### src/rtl/status_pkg.sv
// status bus shared definitions

package status_pkg;

	////////////////////////////////////////////////////////////
	// bus widths
	////////////////////////////////////////////////////////////

	localparam int ADDR_W = 16; // word address
	localparam int DATA_W = 32;

	////////////////////////////////////////////////////////////
	// address decode views
	////////////////////////////////////////////////////////////

	// one address word, read two ways
	typedef union packed {
		struct packed {
			logic [8:0] page;   // 128-word page
			logic [6:0] offset;
		} win;                  // reconfig window view
		struct packed {
			logic [7:0] block;  // 256-word block
			logic [7:0] regsel;
		} blk;                  // optics block view
	} status_addr_u;

	// address map
	localparam logic [8:0] RECO_PAGE    = 9'h00C; // 0x600..0x67F
	localparam logic [7:0] OPTICS_BLOCK = 8'h02;  // 0x200..0x2FF

	////////////////////////////////////////////////////////////
	// optics block constants
	////////////////////////////////////////////////////////////

	localparam logic [DATA_W-1:0] OPTICS_ID = 32'hCF90_0001; // identity word

	// lopwr on, mod_rst low (held in reset), tx disabled, prg_cntl 0
	localparam logic [DATA_W-1:0] CTRL_RESET = 32'h0000_0005;

endpackage

### src/rtl/optics_ctrl_regs.sv
// CFP optics control registers
`timescale 1ns/1ps

module optics_ctrl_regs (
	input  logic                          clk_status,
	input  logic                          arst,
	// status bus
	input  logic [status_pkg::ADDR_W-1:0] status_addr,
	input  logic                          status_read,
	input  logic                          status_write,
	input  logic [status_pkg::DATA_W-1:0] status_writedata,
	output logic [status_pkg::DATA_W-1:0] readdata,
	output logic                          readdata_valid,
	// CFP module controls
	output logic                          cfp_mod_lopwr,
	output logic                          cfp_mod_rst,  // active low
	output logic                          cfp_tx_dis,
	output logic [3:1]                    cfp_prg_cntl,
	// CFP module status, asynchronous
	input  logic                          cfp_mod_abs,
	input  logic                          cfp_rx_los,
	input  logic                          cfp_glb_alrm,
	input  logic [3:1]                    cfp_prg_alrm
);

	status_pkg::status_addr_u addr_u;
	logic       hit;        // block decode
	logic [7:0] regsel;
	logic [5:0] ctrl_reg;   // lopwr, rst_n, tx_dis, prg_cntl
	logic [5:0] pins_raw;
	logic [5:0] sync_meta;  // first synchronizer stage
	logic [5:0] live;       // synchronized inputs
	logic [5:0] sticky;     // latched alarms

	assign addr_u = status_addr;
	assign hit    = (addr_u.blk.block == status_pkg::OPTICS_BLOCK);
	assign regsel = addr_u.blk.regsel;

	// same bit order as register 2
	assign pins_raw = {cfp_prg_alrm, cfp_glb_alrm, cfp_rx_los, cfp_mod_abs};

	////////////////////////////////////////////////////////////
	// input synchronizers and alarm latch
	////////////////////////////////////////////////////////////

	always_ff @(posedge clk_status) begin
		if (arst) begin
			sync_meta <= '0;
			live      <= '0;
			sticky    <= '0;
		end else begin
			sync_meta <= pins_raw;
			live      <= sync_meta;
			if (status_write && hit && regsel == 8'd3)
				sticky <= (sticky & ~status_writedata[5:0]) | live; // write 1 to clear
			else
				sticky <= sticky | live; // new alarm wins over clear
		end
	end

	////////////////////////////////////////////////////////////
	// control register
	////////////////////////////////////////////////////////////

	always_ff @(posedge clk_status) begin
		if (arst) ctrl_reg <= status_pkg::CTRL_RESET[5:0];
		else if (status_write && hit && regsel == 8'd1) ctrl_reg <= status_writedata[5:0];
	end

	assign cfp_mod_lopwr = ctrl_reg[0];
	assign cfp_mod_rst   = ctrl_reg[1];
	assign cfp_tx_dis    = ctrl_reg[2];
	assign cfp_prg_cntl  = ctrl_reg[5:3];

	////////////////////////////////////////////////////////////
	// read return, one cycle after the strobe
	////////////////////////////////////////////////////////////

	always_ff @(posedge clk_status) begin
		if (arst) readdata_valid <= 1'b0;
		else readdata_valid <= status_read && hit;
	end

	always_ff @(posedge clk_status) begin
		if (status_read && hit) begin
			case (regsel)
				8'd0: readdata <= status_pkg::OPTICS_ID;
				8'd1: readdata <= {26'd0, ctrl_reg};
				8'd2: readdata <= {26'd0, live};
				8'd3: readdata <= {26'd0, sticky};
				default: readdata <= '0; // unused registers in the block
			endcase
		end
	end

endmodule

### src/rtl/reco_window.sv
// transceiver reconfiguration window
`timescale 1ns/1ps

module reco_window #(
	parameter int RECO_WORDS = 16
) (
	input  logic                          clk_status,
	input  logic                          arst,
	input  logic [status_pkg::ADDR_W-1:0] status_addr,
	input  logic                          status_read,
	input  logic                          status_write,
	input  logic [status_pkg::DATA_W-1:0] status_writedata,
	output logic [status_pkg::DATA_W-1:0] readdata,
	output logic                          readdata_valid
);

	localparam int IDX_W = (RECO_WORDS > 1) ? $clog2(RECO_WORDS) : 1;

	logic                          read_r;
	logic                          write_r;
	logic [status_pkg::ADDR_W-1:0] addr_r;
	logic [status_pkg::DATA_W-1:0] wdata_r;
	status_pkg::status_addr_u      addr_u;
	logic                          hit;    // page decode on the registered copy
	logic [IDX_W-1:0]              idx;    // store index
	logic [status_pkg::DATA_W-1:0] store [RECO_WORDS];

	// bus register stage, no wait state so it loads every cycle
	always_ff @(posedge clk_status) begin
		if (arst) begin
			read_r  <= 1'b0;
			write_r <= 1'b0;
		end else begin
			read_r  <= status_read;
			write_r <= status_write;
		end
	end

	always_ff @(posedge clk_status) begin
		addr_r  <= status_addr;
		wdata_r <= status_writedata;
	end

	assign addr_u = addr_r;
	assign hit    = (addr_u.win.page == status_pkg::RECO_PAGE);
	assign idx    = IDX_W'(addr_u.win.offset % RECO_WORDS); // offset wraps on the store

	// register store, stands in for the reconfig controller
	always_ff @(posedge clk_status) begin
		if (arst) begin
			for (int i = 0; i < RECO_WORDS; i++) store[i] <= '0;
		end else if (write_r && hit) begin
			store[idx] <= wdata_r;
		end
	end

	assign readdata_valid = read_r && hit;
	assign readdata       = store[idx]; // combinational from the registered address

endmodule

### src/rtl/status_host.sv
// status bus host engine
`timescale 1ns/1ps

module status_host #(
	parameter int TIMEOUT_CYCLES = 16
) (
	input  logic                          clk_status,
	input  logic                          arst,
	// command port
	input  logic                          cmd_valid,
	output logic                          cmd_ready,
	input  logic                          cmd_write,
	input  logic [status_pkg::ADDR_W-1:0] cmd_addr,
	input  logic [status_pkg::DATA_W-1:0] cmd_wdata,
	// response port
	output logic                          rsp_valid,
	input  logic                          rsp_ready,
	output logic [status_pkg::DATA_W-1:0] rsp_rdata,
	output logic                          rsp_error,
	// status bus
	output logic [status_pkg::ADDR_W-1:0] status_addr,
	output logic                          status_read,
	output logic                          status_write,
	output logic [status_pkg::DATA_W-1:0] status_writedata,
	input  logic [status_pkg::DATA_W-1:0] status_readdata,
	input  logic                          status_readdata_valid,
	input  logic                          collision
);

	localparam logic [1:0] ST_IDLE    = 2'd0;
	localparam logic [1:0] ST_STROBE  = 2'd1;
	localparam logic [1:0] ST_WAIT    = 2'd2;
	localparam logic [1:0] ST_RESPOND = 2'd3;
	localparam int CNT_W = $clog2(TIMEOUT_CYCLES + 1);

	logic [1:0]       state;
	logic [CNT_W-1:0] wait_cnt; // cycles spent waiting for a return
	logic             write_q;  // captured direction

	assign cmd_ready    = (state == ST_IDLE); // one command outstanding
	assign rsp_valid    = (state == ST_RESPOND);
	assign status_read  = (state == ST_STROBE) && !write_q; // single-cycle strobes
	assign status_write = (state == ST_STROBE) && write_q;

	// control FSM
	always_ff @(posedge clk_status) begin
		if (arst) begin
			state    <= ST_IDLE;
			wait_cnt <= '0;
		end else begin
			case (state)
				ST_IDLE: begin
					if (cmd_valid) state <= ST_STROBE;
				end
				ST_STROBE: begin
					wait_cnt <= '0;
					state    <= write_q ? ST_RESPOND : ST_WAIT; // writes are posted
				end
				ST_WAIT: begin
					if (status_readdata_valid || collision) state <= ST_RESPOND;
					else if (wait_cnt == CNT_W'(TIMEOUT_CYCLES - 1)) state <= ST_RESPOND;
					else wait_cnt <= wait_cnt + 1'b1;
				end
				default: begin
					if (rsp_ready) state <= ST_IDLE; // hold until taken
				end
			endcase
		end
	end

	// command capture and response data
	always_ff @(posedge clk_status) begin
		if (cmd_valid && cmd_ready) begin
			status_addr      <= cmd_addr;
			status_writedata <= cmd_wdata;
			write_q          <= cmd_write;
		end
		if (state == ST_STROBE && write_q) begin
			rsp_rdata <= '0;
			rsp_error <= 1'b0;
		end
		if (state == ST_WAIT) begin
			if (collision) begin // two clients answered
				rsp_rdata <= '0;
				rsp_error <= 1'b1;
			end else if (status_readdata_valid) begin
				rsp_rdata <= status_readdata;
				rsp_error <= 1'b0;
			end else begin // timeout value, kept only on the last wait cycle
				rsp_rdata <= '0;
				rsp_error <= 1'b1;
			end
		end
	end

endmodule

### src/rtl/status_read_combine.sv
// status read return merge
`timescale 1ns/1ps

module status_read_combine #(
	parameter int NUM_CLIENTS = 2
) (
	input  logic                                      clk_status,
	input  logic                                      arst,
	input  logic [NUM_CLIENTS*status_pkg::DATA_W-1:0] client_readdata,
	input  logic [NUM_CLIENTS-1:0]                    client_readdata_valid,
	output logic [status_pkg::DATA_W-1:0]             status_readdata,
	output logic                                      status_readdata_valid,
	output logic                                      collision
);

	logic [status_pkg::DATA_W-1:0] merged; // OR of answering clients
	logic any_v;
	logic multi_v;                         // more than one answer this cycle

	always_comb begin
		merged  = '0;
		any_v   = 1'b0;
		multi_v = 1'b0;
		for (int i = 0; i < NUM_CLIENTS; i++) begin
			if (client_readdata_valid[i]) begin
				merged  = merged | client_readdata[i*status_pkg::DATA_W +: status_pkg::DATA_W];
				multi_v = multi_v | any_v; // already had one
				any_v   = 1'b1;
			end
		end
	end

	always_ff @(posedge clk_status) begin
		if (arst) begin
			status_readdata_valid <= 1'b0;
			collision             <= 1'b0;
		end else begin
			status_readdata_valid <= any_v;
			collision             <= multi_v; // one-cycle flag
		end
	end

	always_ff @(posedge clk_status) status_readdata <= merged; // payload, no reset

endmodule

### src/rtl/status_subsystem_top.sv
// status management subsystem
`timescale 1ns/1ps

module status_subsystem_top #(
	parameter int TIMEOUT_CYCLES = 16,
	parameter int RECO_WORDS     = 16
) (
	input  logic                          clk_status,
	input  logic                          arst,
	// command port
	input  logic                          cmd_valid,
	output logic                          cmd_ready,
	input  logic                          cmd_write,
	input  logic [status_pkg::ADDR_W-1:0] cmd_addr,
	input  logic [status_pkg::DATA_W-1:0] cmd_wdata,
	output logic                          rsp_valid,
	input  logic                          rsp_ready,
	output logic [status_pkg::DATA_W-1:0] rsp_rdata,
	output logic                          rsp_error,
	// CFP pins
	output logic                          cfp_mod_lopwr,
	output logic                          cfp_mod_rst,
	output logic                          cfp_tx_dis,
	output logic [3:1]                    cfp_prg_cntl,
	input  logic                          cfp_mod_abs,
	input  logic                          cfp_rx_los,
	input  logic                          cfp_glb_alrm,
	input  logic [3:1]                    cfp_prg_alrm
);

	localparam int NUM_CLIENTS = 2; // optics, reconfig

	// shared status bus
	logic [status_pkg::ADDR_W-1:0] status_addr;
	logic                          status_read;
	logic                          status_write;
	logic [status_pkg::DATA_W-1:0] status_writedata;
	logic [status_pkg::DATA_W-1:0] status_readdata;
	logic                          status_readdata_valid;
	logic                          collision;

	// client returns
	logic [status_pkg::DATA_W-1:0] readdata_cfp, readdata_reco;
	logic                          readdata_valid_cfp, readdata_valid_reco;

	////////////////////////////////////////////////////////////
	// host
	////////////////////////////////////////////////////////////

	status_host #(.TIMEOUT_CYCLES(TIMEOUT_CYCLES)) host (
		.clk_status, .arst,
		.cmd_valid, .cmd_ready, .cmd_write, .cmd_addr, .cmd_wdata,
		.rsp_valid, .rsp_ready, .rsp_rdata, .rsp_error,
		.status_addr, .status_read, .status_write, .status_writedata,
		.status_readdata, .status_readdata_valid, .collision
	);

	////////////////////////////////////////////////////////////
	// clients
	////////////////////////////////////////////////////////////

	optics_ctrl_regs cc (
		.clk_status, .arst,
		.status_addr, .status_read, .status_write, .status_writedata,
		.readdata(readdata_cfp),
		.readdata_valid(readdata_valid_cfp),
		.cfp_mod_lopwr, .cfp_mod_rst, .cfp_tx_dis, .cfp_prg_cntl,
		.cfp_mod_abs, .cfp_rx_los, .cfp_glb_alrm, .cfp_prg_alrm
	);

	reco_window #(.RECO_WORDS(RECO_WORDS)) rw (
		.clk_status, .arst,
		.status_addr, .status_read, .status_write, .status_writedata,
		.readdata(readdata_reco),
		.readdata_valid(readdata_valid_reco)
	);

	////////////////////////////////////////////////////////////
	// read merge
	////////////////////////////////////////////////////////////

	status_read_combine #(.NUM_CLIENTS(NUM_CLIENTS)) arc (
		.clk_status, .arst,
		.client_readdata({readdata_cfp, readdata_reco}),
		.client_readdata_valid({readdata_valid_cfp, readdata_valid_reco}),
		.status_readdata, .status_readdata_valid, .collision
	);

endmodule

### config.mk
export PLATFORM = sky130hd
export DESIGN_NAME = status_subsystem_top
export DESIGN_NICKNAME = d
export VERILOG_FILES = /design/src/rtl/status_pkg.sv /design/src/rtl/optics_ctrl_regs.sv /design/src/rtl/reco_window.sv /design/src/rtl/status_host.sv /design/src/rtl/status_read_combine.sv /design/src/rtl/status_subsystem_top.sv
export SDC_FILE = /design/constraint.sdc
export NUM_CORES = 1
export LEC_CHECK = 0
export BUFFER_PORTS_ARGS = -buffer_cell sky130_fd_sc_hd__buf_2
export CAP_MARGIN = 20
export CELL_PAD_IN_SITES_DETAIL_PLACEMENT = 1
export CELL_PAD_IN_SITES_GLOBAL_PLACEMENT = 2
export CORE_ASPECT_RATIO = 0.5
export CORE_MARGIN = 8
export CORE_UTILIZATION = 42
export DETAILED_ROUTE_END_ITERATION = 10
export PLACE_DENSITY_LB_ADDON = 0.25
export SYNTH_ARGS = -nofsm -noshare
export SYNTH_HDL_FRONTEND = slang
export SYNTH_SLANG_ARGS = --single-unit
export TNS_END_PERCENT = 50
### constraint.sdc
create_clock -name clk_status -period 2.52 [get_ports clk_status]
set_input_delay 0.756 -clock clk_status [delete_from_list [all_inputs] [get_ports clk_status]]
set_output_delay 0.756 -clock clk_status [all_outputs]
set_load 0.1 [all_outputs]
==> qor.json <==
{
  "numPlacedInstances": {"value": 2878},
  "crit_family": {"value": "buffers and inverters"},
  "floorplan.io_pins": {"value": 100},
  "placementRows": {"value": 68},
  "place.gp.congestion": {"value": 0.7667},
  "fp.dieW": {"value": 391.6, "unit": "microns"},
  "worstSetupPathDepth": {"value": 2},
  "floorplan.initialDensity": {"value": 42.71, "unit": "%"},
  "grt_overflow": {"value": 0},
  "maxSlewViolCount": {"value": 0},
  "multi_input_area": {"value": 8574, "unit": "sq um"},
  "final_period_minus_worst_setup_slack": {"value": 2.380, "unit": "ns"},
  "critPathMaxFanout": {"value": 4},
  "chipHeight": {"value": 203.8, "unit": "microns"},
  "most_instantiated_library_cell_after_synthesis": {"value": "sky130_fd_sc_hd__edfxtp_1"},
  "antenna_found_initial": {"value": 5},
  "design.die.area": {"value": 79790, "unit": "sq um"},
  "max-clock-path-buffers": {"value": 3},
  "post_syn_instances": {"value": 1860},
  "final_hold_viol_count": {"value": 0},
  "cp-start-kind": {"value": "flop"},
  "synth_area": {"value": 29620, "unit": "sq um"},
  "routed_wl": {"value": 80220, "unit": "microns"},
  "ff2ff_path_depth": {"value": 4},
  "syn_avg_cell_area": {"value": 15.92, "unit": "sq um"},
  "worst_ir_drop_vdd": {"value": 0.9065, "unit": "mV"},
  "synth_seq_area_share": {"value": 68.57, "unit": "%"},
  "postLayoutCoreUtil": {"value": 49.57, "unit": "%"},
  "seq_area": {"value": 20320, "unit": "sq um"},
  "layout.filler_cells": {"value": 6579},
  "holdCritPathClass": {"value": "input pin to flop"},
  "port-buffer-count": {"value": 99},
  "tritoncts": {"value": "built"},
  "power_density": {"value": 883.6, "unit": "nW/um^2"},
  "finalInstanceArea": {"value": 34370, "unit": "sq um"},
  "rsz0062_at_grt": {"value": "no"},
  "post_drt_via_cell_ratio": {"value": 5.399},
  "final-setup-viol-count": {"value": 0},
  "req_time_crit_path": {"value": 1.76, "unit": "ns"},
  "cts_made_buffers": {"value": 68},
  "synth_top_cells_by_area": {"value": "sky130_fd_sc_hd__edfxtp_1 (61%), sky130_fd_sc_hd__and2_1 (12%), sky130_fd_sc_hd__mux4_2 (9.1%)"},
  "r2r_start": {"value": "rw.addr_r[2]"},
  "layout.cells.non_filler": {"value": 3006},
  "floorplan.core_area": {"value": 69340, "unit": "sq um"},
  "preCtsSetupSlack": {"value": 0.08881, "unit": "ns"},
  "post-route-drc-count": {"value": 0},
  "finalNetCount": {"value": 2068},
  "timing.setup.critical_path_class": {"value": "flop to primary output"},
  "worstSetupEndpoint": {"value": "rsp_valid"},
  "netlist-cell-type-count": {"value": 47},
  "finClkSkew": {"value": 0.02339, "unit": "ns"},
  "synth-edff-count": {"value": 601},
  "hold_buffers": {"value": 0},
  "top_register": {"value": "rw.store"},
  "synth.net_count": {"value": 1925},
  "antenna_left": {"value": 0},
  "list_of_most_frequent_post_synthesis_cells": {"value": "sky130_fd_sc_hd__edfxtp_1 (601), sky130_fd_sc_hd__and2_1 (545), sky130_fd_sc_hd__mux4_2 (120), sky130_fd_sc_hd__dfxtp_1 (113), sky130_fd_sc_hd__clkbuf_1 (76)"},
  "tns": {"value": 0, "unit": "ns"},
  "max_ffs_per_register": {"value": 512},
  "syn2layout_area_growth": {"value": 16.05, "unit": "%"},
  "series_of_cell_instances_along_the_critical_path": {"value": "ha_1 > buf_2"},
  "postSynth.topFlopCell": {"value": "sky130_fd_sc_hd__edfxtp_1"},
  "postCtsSetupRepairBufs": {"value": 0},
  "delay_of_the_slowest_critical_path_stage": {"value": 0.43, "unit": "ns"},
  "post-route-worst-setup-slack": {"value": 0.1395, "unit": "ns"},
  "max_cap_violations": {"value": 0},
  "clkSinkCount": {"value": 714},
  "worst_setup_path_startpoint": {"value": "host.state[0]"},
  "drive_gt1_share": {"value": 24.09, "unit": "%"},
  "regToRegSetupSlack": {"value": 0.28, "unit": "ns"},
  "outcome": {"value": "complete, no violations"},
  "grt_start_max_net_pins": {"value": 51},
  "reg2reg_to": {"value": "arc.status_readdata[27]"},
  "synth_top_area_share": {"value": 60.93, "unit": "%"},
  "worst_pin_slew": {"value": 0.9210, "unit": "ns"},
  "first_global_vias": {"value": 17370},
  "arrival_time_at_the_worst_endpoint": {"value": 1.62, "unit": "ns"},
  "post_dp_cell_area": {"value": 32130, "unit": "sq um"},
  "via_count": {"value": 16230},
  "critical_path_buf_inv_count": {"value": 1},
  "root_driver": {"value": "sky130_fd_sc_hd__clkbuf_16"},
  "worstSetupEndpointType": {"value": "primary output"},
  "wire_length_of_the_first_global_routing_pass": {"value": 117700, "unit": "microns"},
  "slew_headroom": {"value": 38.60, "unit": "%"},
  "drt-initial-drc-count": {"value": 1380},
  "clk_pin_slew": {"value": 0.07, "unit": "ns"},
  "dp_hpwl": {"value": 51150, "unit": "microns"},
  "max_freq": {"value": 420.1, "unit": "MHz"},
  "yosysWarnings": {"value": 0},
  "drt_first_pass_iters": {"value": 5},
  "cellLeakagePower": {"value": 12.77, "unit": "nW"},
  "crit_slowest_cell": {"value": "sky130_fd_sc_hd__buf_2"},
  "share_of_synthesized_flip_flops_with_an_asynchronous_set_or_reset": {"value": 0, "unit": "%"},
  "finalCritPeriodShare": {"value": 94.46, "unit": "%"},
  "htreeDepth": {"value": 3},
  "avgRoutedWirePerCell": {"value": 26.69, "unit": "microns"},
  "number_of_flip_flops_and_latches_in_the_synthesized_netlist": {"value": 714},
  "synth_top_area_cell": {"value": "sky130_fd_sc_hd__edfxtp_1"},
  "track_usage": {"value": 20.13, "unit": "%"},
  "clk-insertion-delay-late": {"value": 0.63, "unit": "ns"},
  "cts_repair_resize_count": {"value": 1}
}
-- cells by family after synthesis --
family	Yosys count	share of synthesized area (%)
simple gates	693	14.96
mux	181	11.23
fa+ha+maj	6	0.2535
buf+inv	161	2.535
compound gates	105	2.446
flops	714	68.57
-- placed cells by master (no fill, tap or decap), types with 30 or more instances in the layout --
master / synthesis / routed
sky130_fd_sc_hd__edfxtp_1: 601 / 601
sky130_fd_sc_hd__and2_1: 545 / 544
sky130_fd_sc_hd__mux4_2: 120 / 120
sky130_fd_sc_hd__dfxtp_1: 113 / 109
sky130_fd_sc_hd__buf_2: 48 / 98
sky130_fd_sc_hd__buf_4: 11 / 71
sky130_fd_sc_hd__clkbuf_16: 0 / 70
sky130_fd_sc_hd__mux2i_1: 50 / 50
sky130_fd_sc_hd__buf_12: 0 / 48
sky130_fd_sc_hd__a211oi_1: 36 / 36
sky130_fd_sc_hd__nor2b_1: 32 / 32
sky130_fd_sc_hd__nor2_1: 30 / 30
-- per-layer routing --
| metal | part of all wire (%) | GRT usage, % | routed length (microns) | up-vias |
|---|---|---|---|---|
| met5 | 0 | 0 | 0 | - |
| met4 | 1.8 | 4.595 | 1425 | 0 |
| met3 | 6.7 | 4.220 | 5352 | 97 |
| met2 | 46 | 31.76 | 36890 | 473 |
| met1 | 46 | 28.76 | 36550 | 8532 |
| li1 | - | - | - | 7127 |
-- how the worst min path moves through the flow --
stage	end	slack, ns	start	cells past startpoint
after floorplan	rw.wdata_r[10]	0.32	host.status_writedata[10]	0
after global placement	rw.wdata_r[25]	0.33	host.status_writedata[25]	0
after detailed placement	rw.wdata_r[16]	0.33	host.status_writedata[16]	0
after CTS	host.status_writedata[1]	0.26	cmd_wdata[1]	1
after global routing	host.status_writedata[4]	0.26	cmd_wdata[4]	1
final	host.status_writedata[1]	0.31	cmd_wdata[1]	1
-- through the flow --
step                      hold slack [ns]  power, mW
final                              0.3076      30.37
after global routing               0.2642      31.45
after CTS                          0.2625      30.72
after detailed placement           0.3289      20.24
after global placement             0.3257      20.16
after floorplan                    0.3233      18.24
-- cell type report --
type	count	area share, %
flip-flops and latches	714	59.13
multi-input cells	985	24.95
repair buffers	217	5.773
clock buffers	92	5.569
well taps	945	3.440
clock inverters	34	0.9428
inverters	17	0.1856
diodes	2	0.01456
-- worst reg2reg max path, cell delays in order, from the launching register on --
cell                       delay, ns
sky130_fd_sc_hd__dfxtp_4        0.53
sky130_fd_sc_hd__nand2b_1       0.68
sky130_fd_sc_hd__buf_4          0.31
sky130_fd_sc_hd__o22ai_1        0.13
sky130_fd_sc_hd__o31ai_1        0.46
-- where the power goes --
| group | switching (mW) | internal [mW] | leakage [nW] |
|---|---|---|---|
| sequential | 0.853 | 13.7 | 7.07 |
| clock | 4.57 | 5.89 | 1.10 |
| combinational | 3.58 | 1.74 | 4.60 |
(Power assumes the default switching activity.)
